<file path="src/common/biquad_pkg.sv">
package biquad_pkg;

    // sample stream
    localparam int SAMPLE_W = 12;

    // coefficients are signed Q3.14
    localparam int COEF_W    = 18;
    localparam int COEF_FRAC = 14;

    // register bus
    localparam int ADDR_W = 8;
    localparam int DATA_W = 32;
    localparam int SEL_W  = DATA_W / 8;

    // five coef x sample products summed, with headroom
    localparam int ACC_W = COEF_W + SAMPLE_W + 3;

    typedef struct packed {
        logic              cyc;
        logic              stb;
        logic              we;
        logic [ADDR_W-1:0] adr;
        logic [DATA_W-1:0] dat;
        logic [SEL_W-1:0]  sel;
    } wb_req_t;

    typedef struct packed {
        logic              ack;
        logic [DATA_W-1:0] dat;
    } wb_rsp_t;

    typedef struct packed {
        logic signed [COEF_W-1:0] b0;
        logic signed [COEF_W-1:0] b1;
        logic signed [COEF_W-1:0] b2;
        logic signed [COEF_W-1:0] a1;
        logic signed [COEF_W-1:0] a2;
    } coef_set_t;

    // word index taken from adr[6:2]
    typedef enum logic [4:0] {
        REG_B0   = 5'd0,
        REG_B1   = 5'd1,
        REG_B2   = 5'd2,
        REG_A1   = 5'd3,
        REG_A2   = 5'd4,
        REG_CTRL = 5'd5
    } coef_reg_e;

endpackage

</file>
<file path="src/bus_split.sv">
`timescale 1ns/1ps

module bus_split (
    input  biquad_pkg::wb_req_t wb_req_i,
    output biquad_pkg::wb_rsp_t wb_rsp_o,
    output biquad_pkg::wb_req_t sec_a_req_o,
    output biquad_pkg::wb_req_t sec_b_req_o,
    input  biquad_pkg::wb_rsp_t sec_a_rsp_i,
    input  biquad_pkg::wb_rsp_t sec_b_rsp_i
);

    // adr[7] picks the section
    logic sel_b;

    assign sel_b = wb_req_i.adr[biquad_pkg::ADDR_W-1];

    // only cyc is gated, the rest fans out to both
    always_comb begin
        sec_a_req_o     = wb_req_i;
        sec_b_req_o     = wb_req_i;
        sec_a_req_o.cyc = wb_req_i.cyc && !sel_b;
        sec_b_req_o.cyc = wb_req_i.cyc && sel_b;
    end

    // unselected section never reaches the host
    always_comb begin
        if (sel_b) begin
            wb_rsp_o = sec_b_rsp_i;
        end else begin
            wb_rsp_o = sec_a_rsp_i;
        end
    end

endmodule

</file>
<file path="config.mk">
export PLATFORM = sky130hd
export DESIGN_NAME = bus_split
export DESIGN_NICKNAME = d
export VERILOG_FILES = /design/src/common/biquad_pkg.sv /design/src/bus_split.sv
export SDC_FILE = /design/constraint.sdc
export NUM_CORES = 1
export LEC_CHECK = 0
export ABC_AREA = 1
export BUFFER_PORTS_ARGS = -buffer_cell sky130_fd_sc_hd__buf_2
export CORE_AREA = 2 2 94 96
export DETAILED_ROUTE_END_ITERATION = 8
export DIE_AREA = 0 0 96 98
export MAX_ROUTING_LAYER = met4
export SLEW_MARGIN = 20
export SYNTH_ARGS = -nofsm -noshare
export SYNTH_HDL_FRONTEND = slang
export SYNTH_SLANG_ARGS = --single-unit
</file>
<file path="constraint.sdc">
create_clock -name vclk -period 1.25
set_input_delay 0.125 -clock vclk [all_inputs]
set_output_delay 0.125 -clock vclk [all_outputs]
set_load 0.005 [all_outputs]
</file>
==> impl_results.md, run 1 <==
- # resized after CTS: 0
- Area after DPL: around 0.0011 mm2
- Buffers on Ports: 105
- Worst hold path type: in2out
- Syn Inst Count: a little over 200
- Final setup margin: 289 ps
- Routed WL per cell: ~12 um
- Worst EP arrival: roughly 840 ps
- RePlAce Congestion: ~0.66
- # diodes: 0
- P_leak: 0.767 nW
- Setup violators final: 0
- Most frequent cells in the layout: buf_2, nand2_1, nand2_2
- Worst VDD drop: 0.116 mV
- Pre-CTS WS: about 270 ps
- Drt drc: 0
- Layout cell share with drive strength beyond 1: between 50% and 60%
- Syn Nets: 316
- Synth Warn #: 0
- First-pass GRT wire length: 4890 um
- Critical path type: in2out
- Power, Total: between 0.3 and 0.4 mW
- Setup tns final: 0 ps
- Initial Utilization: about 14%
- Core area: around 0.0085 mm2
- Largest family of logic cells by synthesized area: buffers and inverters
- Post-synthesis cell area: between 0.001 and 0.0015 mm2
- PD cells: around 320 mW/mm2
- Status: complete, no violations
- Worst slew margin: about 87%
- Die W: 96 um
- Initial DRC Count: 13
- Hold_ws: ~250 ps
- DP Wirelength: about 3300 um
- Rows: 34
- Mux cell area share after synthesis: 0%
- RSZ-0062 raised after global routing: false
- Via-to-Cell Ratio: approximately 3.4
- Crit path capture type: output port
- Tot GR Track Use: around 6.8%
- Fin crit share: around 77%
- CTS Hold Bufs: 0
- Worst slew pin tran: slightly below 200 ps
- Post-layout min period: between 900 and 1000 ps
- Largest net degree at the start of global routing: 20
- Initial antenna violation count: 0
- CP startpoint kind: input pin
- Num sequential: 0
- Register area share after synthesis: 0%
- Routed vias: 1080
- Post-CTS setup buffers: 0
- Max Cap Viol: 0
- DRT Pass-1 Iters: 4
- Sequential Area: 0 um2
- Clock buf count: 0
- IO Pins: 240
- Complex-gate fraction of the synthesized area: 0%
- Max Clk Rate: roughly 1.0 GHz
- Drt total wl: roughly 3700 um
- Max FO, Critical Path: 16
- Fin. max-slew vios: 0
- Final Hold Vio Count: 0
- Antenna-violating nets left: 0
- Synth Area in Adders: 0%
- Commonest non-fill, non-tap cell in the layout: buf_2
- Die area: approximately 0.0094 mm2
- Simple-gate portion of the synthesized area: 34.0%
- Worst endpoint required time: 1120 ps
- Synth Area in XOR/XNOR: 0%
- Post-route cell area: around 0.0011 mm2
- Chip Height: about 98 um
- Vias in the first global route: about 1k
- Final #Nets: 329
- Avg Cell Area, Syn: roughly 6 um2
- Area grow syn2layout: -4.63%
- Total grt overflow: 0
- Distinct cells, synth: 8
## power breakdown
group	switching (mW)	total, mW	internal, mW
logic	0.174	0.362	0.188
clock network	0	0	0
registers	0	0	0
## Yosys cell counts
| library cell | n | area share (%) |
|---|---|---|
| nand2_2 | 10 | 5.3 |
| buf_8 | 1 | 1.3 |
| nor2_1 | 1 | 0.32 |
| inv_8 | 1 | 0.95 |
| buf_6 | 4 | 3.8 |
| buf_4 | 94 | 59 |
| inv_1 | 2 | 0.63 |
| nand2_1 | 90 | 28 |
## worst paths after layout
| kind | start | endpoint | slack, ps | cells after the start |
|---|---|---|---|---|
| setup / recovery | wb_req_i[43] | wb_rsp_o[16] | 290 | 5 |
| hold / removal | wb_req_i[29] | sec_b_req_o[29] | 250 | 0 |
## cell families (layout without fill, tap and decap cells)
| group | after synthesis | count (layout) |
|---|---|---|
| AND/OR/NAND/NOR | 101 | 101 |
| buffers and inverters | 102 | 113 |
## area by class of cell
type               instances  area, um2
well taps                108        135
multi-input cells        101        404
fillers                 1034       7330
repair buffers           110        576
inverters                  3       18.8
## layer usage
metal	GRT usage [%]	part of all wire [%]	wire (um)	up-vias
met2	11.6	44	1630	84
met4	4.84	7.1	263	0
met5	-	0	0	-
met1	6.80	37	1390	423
li1	-	-	-	529
met3	1.16	11	418	44
## through the flow
stage,instances,util [%]
3_5_place_dp,322,13.4
6_report,322,13.4
4_1_cts,322,13.4
2_1_floorplan,203,-
5_1_grt,322,13.4
3_3_place_gp,322,13.4
## critical path, cell delays in order
cell and delay (ps):
buf_2 200, buf_4 250, nand2_1 90, nand2_1 70
buf_2 100
(Power assumes the default switching activity.)
==> inputs of run 2 (changes only) <==
- ABC_AREA: 1 -> 0
- CORE_AREA: 2 2 94 96 -> 2 2 92 94
- DIE_AREA: 0 0 96 98 -> 0 0 94 96
- clock period: 1.25 -> 1 ns (I/O delays scaled with it)
==> run 2 against run 1 <==
  * First-iteration DRC count fell by 31%
  * Flip-flop and latch count is the same
  * Setup slack lost 240 ps
  * Global-route usage shrank 2.1 points
  * Die area decreased by 4.1%
  * Sequential share of layout area unchanged
  * Worst hold slack got worse by 50 ps
  * Core utilization rose by 1.5 points
  * Power up 34%
  * Count of clock-buffer cells in the layout unchanged
  * Wire length decreased by 27%
  * Critical path type unchanged
==> impl_results.md, run 2 <==
- Area after DPL: 0.00119 mm2 (+4.6%)
- Initial antenna violation count: 0 (unchanged)
- PD cells: 407 mW/mm2 (+27%)
- Syn Nets: 244 (-23%)
- Largest stage delay, worst path: 340 ps (+90 ps)
- Core area: 0.00805 mm2 (-4.9%)
- Buffers on Ports: 105 (unchanged)
- Critical-path top delay cell: mux2_2
- Initial DRC Count: 9 (-4)
- Critical path type: in2out
- Routed WL per cell: 10.9 um (-5.2%)
- Die area: 0.00902 mm2 (-4.1%)
- Largest net degree at the start of global routing: 19 (-5.0%)
- Cell with the most instances after synthesis: buf_4
- Area leader, netlist: buf_4
- Syn Inst Count: 131 (-35%)
- Num sequential: 0 (unchanged)
- DP Wirelength: 2490 um (-24%)
- Antenna-violating nets left: 0 (unchanged)
- CP Cell Sequence: buf_4, buf_12, mux2_2, buf_2
- Final core area utilization: 14.9% (+1.5 points)
- Rows: 33 (-2.9%)
- Final setup margin: 47.0 ps (-242 ps)
- Sequential Area: 0 um2 (unchanged)
- Fin crit share: a little over nine tenths
- Power, Total: 0.486 mW (+34%)
- Filler Cell Count: 937 (-9.4%)
- Synth top cells by count: buf_4, mux2_4, mux2_2, buf_12
- Final #Nets: 258 (-22%)
- RePlAce Congestion: 0.637 (-3.5%)
- Avg Cell Area, Syn: 9.51 um2 (+62%)
- Most frequent cells in the layout: buf_2, mux2_4, mux2_2
- Crit path capture type: output port
- Via-to-Cell Ratio: 3.25 (-3.0%)
- Layout cell share with drive strength beyond 1: 98.6% (+42 points)
- IO Pins: 240 (unchanged)
- Hold path start: wb_req_i[15]
- Max Cap Viol: 0 (unchanged)
- Post-route cell area: 0.00120 mm2 (+5.5%)
- Drt total wl: 2710 um (-27%)
- Drt drc: 0 (unchanged)
- Commonest non-fill, non-tap cell in the layout: buf_2
- CP startpoint kind: input pin
- Post-layout min period: between 900 and 1000 ps
- Status: complete, no violations
- Worst slew pin tran: 143 ps (-50.3 ps)
- RSZ-0062 raised after global routing: false
- Worst VDD drop: 0.0926 mV (-20%)
- Setup violators final: 0 (unchanged)
- Pre-CTS WS: -7.14 ps (-277 ps)
- Total grt overflow: 0 (unchanged)
- Top post-synthesis cells by area: buf_4, mux2_4, mux2_2, buf_12, buf_8
- Worst hold path type: in2out
- Distinct cells, synth: 8 (unchanged)
- Worst slew margin: 90.5% (+3.4 points)
- Synth Warn #: 0 (unchanged)
- # diodes: 0 (unchanged)
- DRT Pass-1 Iters: 2 (-2)
- Clock buf count: 0 (unchanged)
- P_leak: 0.694 nW (-9.6%)
- First-pass GRT wire length: 3360 um (-31%)
- Area grow syn2layout: -4.02%
- Worst EP arrival: 850 ps (about the same)
- Die W: 94 um (-2.1%)
- Final Hold Vio Count: 0 (unchanged)
- Max FO, Critical Path: 18 (+2)
- Fin. max-slew vios: 0 (unchanged)
- Critical path startpoint: wb_req_i[43]
- Initial Utilization: 15.5% (+1.4 points)
- Setup tns final: 0 ps (unchanged)
- Chip Height: 96 um (-2.0%)
- Worst endpoint required time: 900 ps (-220 ps)
- Vias in the first global route: 796 (-22%)
- Yosys top cell area share: 55.4% (-3.9 points)
- Max Clk Rate: 1.05 GHz
- Tot GR Track Use: 4.71% (-2.1 points)
- Post-synthesis cell area: 0.00125 mm2 (+4.8%)
- Routed vias: 807 (-25%)
- Register area share after synthesis: 0% (unchanged)
==> run 2: cell count changes after synthesis, sizes merged <==
cell	previous run	this run
buf	99	96
and2	0	1
nand2	100	0
mux2	0	33
nor2b	0	1
inv	3	0
nor2	1	0
==> run 2: critical path: cells and delay by family <==
family                 cells  cell delay (ps)
buffers and inverters      3              400
multiplexers               1              340
==> run 2: final timing paths <==
kind,end,cells after the start
setup / recovery,wb_rsp_o[2],4
hold / removal,sec_a_req_o[15],0
==> run 2: repair_timing <==
| action | in CTS | in global routing |
|---|---|---|
| setup buffers | 1 | 0 |
| endpoints found under the setup margin | 5 | 0 |
| hold buffers | 0 | 0 |
| resized for setup | 1 | 0 |
| hold endpoints to repair | 0 | 0 |
==> run 2: kinds of logic (layout without fill, tap and decap cells) <==
| logic type | count (synthesis) | count (layout) | share of synthesized area (%) |
|---|---|---|---|
| buf+inv | 96 | 108 | 60.7 |
| mux | 33 | 33 | 38.3 |
| simple gates | 2 | 2 | 1.00 |
==> run 2: cell type report <==
cell class	instances	area, um2	share of cell area (%)
well taps	105	131	11.0
repair buffers	108	576	48.1
multi-input cells	35	489	40.9
==> run 2: per-layer routing <==
metal / routed length (um) / vias to the layer above / GRT usage [%]
li1: - / 354 / -
met1: 668 / 340 / 3.32
met2: 1410 / 87 / 9.46
met3: 469 / 26 / 1.72
met4: 155 / 0 / 3.26
met5: 0 / - / -
==> run 2: where the power goes <==
part | leakage [nW] | internal [mW] | switching [mW] | total (mW)
Clock | 0 | 0 | 0 | 0
Sequential | 0 | 0 | 0 | 0
Combinational | 0.694 | 0.330 | 0.156 | 0.486
==> run 2: through the flow <==
step | std cells | hold slack (ps)
4_1_cts | 248 | 200
3_3_place_gp | 247 | 200
6_report | 248 | 200
3_5_place_dp | 247 | 200
2_1_floorplan | 131 | 281
5_1_grt | 248 | 200
==> inputs of run 3 (changes only) <==
- CAP_MARGIN: default -> 0
- CORE_AREA: 2 2 92 94 -> 2 2 94 96
- DIE_AREA: 0 0 94 96 -> 0 0 96 98
- clock period: 1 -> 1.1 ns (I/O delays scaled with it)
==> run 3 against run 2 <==
  * Flip-flop and latch count did not move
  * Critical endpoint is now wb_rsp_o[5]
  * First-iteration DRC count rose by 11%
  * Non-clock buffer count fell by 1
  * Power fell by 9.8%
  * Highest routed layer unchanged
  * Critical path depth did not move
  * Combinational power fell by 9.7%
  * Die area rose by 4.3%
  * Sequential share of layout area did not move
  * Final area fell by 0.52%
==> impl_results.md, run 3 (synthesis results as in run 2) <==
- Status: complete, no violations
- IO Pins: 240 (unchanged)
- Buffers on Ports: 105 (unchanged)
- Fin. max-slew vios: 0 (unchanged)
- Clock buf count: 0 (unchanged)
- Final #Nets: 257 (-0.39%)
- DRT Pass-1 Iters: 2 (unchanged)
- CP Cell Sequence: buf_2, buf_12, mux2_4, buf_2
- First-pass GRT wire length: 3510 um (+4.3%)
- Worst hold path type: in2out
- Max Cap Viol: 0 (unchanged)
- Area after DPL: 0.00119 mm2 (+0.32%)
- P_leak: 0.688 nW (-0.82%)
- Area grow syn2layout: -4.52%
- RSZ-0062 raised after global routing: false
- Routed WL per cell: 10.2 um (-6.3%)
- Drt total wl: 2550 um (-5.6%)
- Max FO, Critical Path: 20 (+2)
- # resized after CTS: 0 (-1)
- Drt drc: 0 (unchanged)
- Worst EP arrival: 920 ps (+70 ps)
- Initial DRC Count: 10 (+1)
- Final setup margin: 72.3 ps (+25.4 ps)
- Critical-path top delay cell: mux2_4
- Pre-CTS WS: 62.7 ps (+69.9 ps)
- Fin crit share: a little over 90%
- Delay-heaviest family, CP: buffers and inverters
- CP startpoint kind: input pin
- Commonest non-fill, non-tap cell in the layout: buf_2
- Multi-input gate area: 489 um2 (unchanged)
- Finished Layout Cells: 250 (+0.81%)
- Worst VDD drop: 0.0836 mV (-9.7%)
- Setup tns final: 0 ps (unchanged)
- CP Buf/Inv Count: 3 (unchanged)
- Most frequent cells in the layout: buf_2, mux2_4, mux2_2
- Die area: 0.00941 mm2 (+4.3%)
- Layout cell share with drive strength beyond 1: 98.6% (about the same)
- Die W: 96 um (+2.1%)
- Post-route cell area: 0.00119 mm2 (-0.52%)
- Crit path capture type: output port
- Post-layout min period: roughly 1000 ps
- Largest stage delay, worst path: 330 ps (about the same)
- Final core area utilization: 14.1% (-0.80 points)
- Via-to-Cell Ratio: 3.19 (-1.9%)
- # diodes: 0 (unchanged)
- Setup violators final: 0 (unchanged)
- Hold_ws: 220 ps (+20.0 ps)
- Rows: 34 (+3.0%)
- RePlAce Congestion: 0.654 (+2.8%)
- Filler Cell Count: 972 (+3.7%)
- Worst slew margin: 89.4% (-1.0 points)
- Total grt overflow: 0 (unchanged)
- Worst slew pin tran: 158 ps (+15.7 ps)
- DP Wirelength: 2340 um (-6.2%)
- Initial Utilization: 14.7% (-0.76 points)
- Max Clk Rate: between 0.9 and 1 GHz
- Worst endpoint required time: 990 ps (+90 ps)
- Core area: 0.00847 mm2 (+5.1%)
- PD cells: 369 mW/mm2 (-9.3%)
- Post-CTS setup buffers: 0 (-1)
- Sequential Area: 0 um2 (unchanged)
- Power, Total: 0.439 mW (-9.8%)
- Critical path type: in2out
- Placed cells: 250 (+1.2%)
- Num sequential: 0 (unchanged)
- Vias in the first global route: 807 (+1.4%)
- Chip Height: 98 um (+2.1%)
- Routed vias: 798 (-1.1%)
- Antenna-violating nets left: 0 (unchanged)
- Initial antenna violation count: 0 (unchanged)
- Tot GR Track Use: 4.59% (-0.12 points)
- Final Hold Vio Count: 0 (unchanged)
- CTS Hold Bufs: 0 (unchanged)
- Largest net degree at the start of global routing: 21 (+2)
- Most used cell, CP: buf_2
-- run 3: changes by cell type in the layout (fill, tap and decap cells not counted), sizes merged --
cell / previous run / this run
buf: 108 / 107
-- run 3: cell type report --
| class | count | share of cell area, % |
|---|---|---|
| tap | 108 | 11.4 |
| multi-input combinational | 35 | 41.1 |
| timing repair buffer | 107 | 47.5 |
-- run 3: path summary, 6_finish.rpt --
path | start | endpoint | slack, ps | cells past startpoint
worst min-delay path | wb_req_i[23] | sec_b_req_o[23] | 220 | 0
worst max-delay path | wb_req_i[43] | wb_rsp_o[5] | 70 | 4
-- run 3: layer usage --
metal | vias to the layer above | share of wire (%) | track usage, %
met4 | 0 | 4.8 | 2.75
met3 | 20 | 17 | 2.16
met5 | - | 0 | -
li1 | 352 | - | -
met2 | 80 | 51 | 8.71
met1 | 346 | 27 | 3.26
-- run 3: report_power, final --
part | switching [mW] | internal, mW | total, mW
Combinational | 0.142 | 0.297 | 0.439
Clock | 0 | 0 | 0
Sequential | 0 | 0 | 0
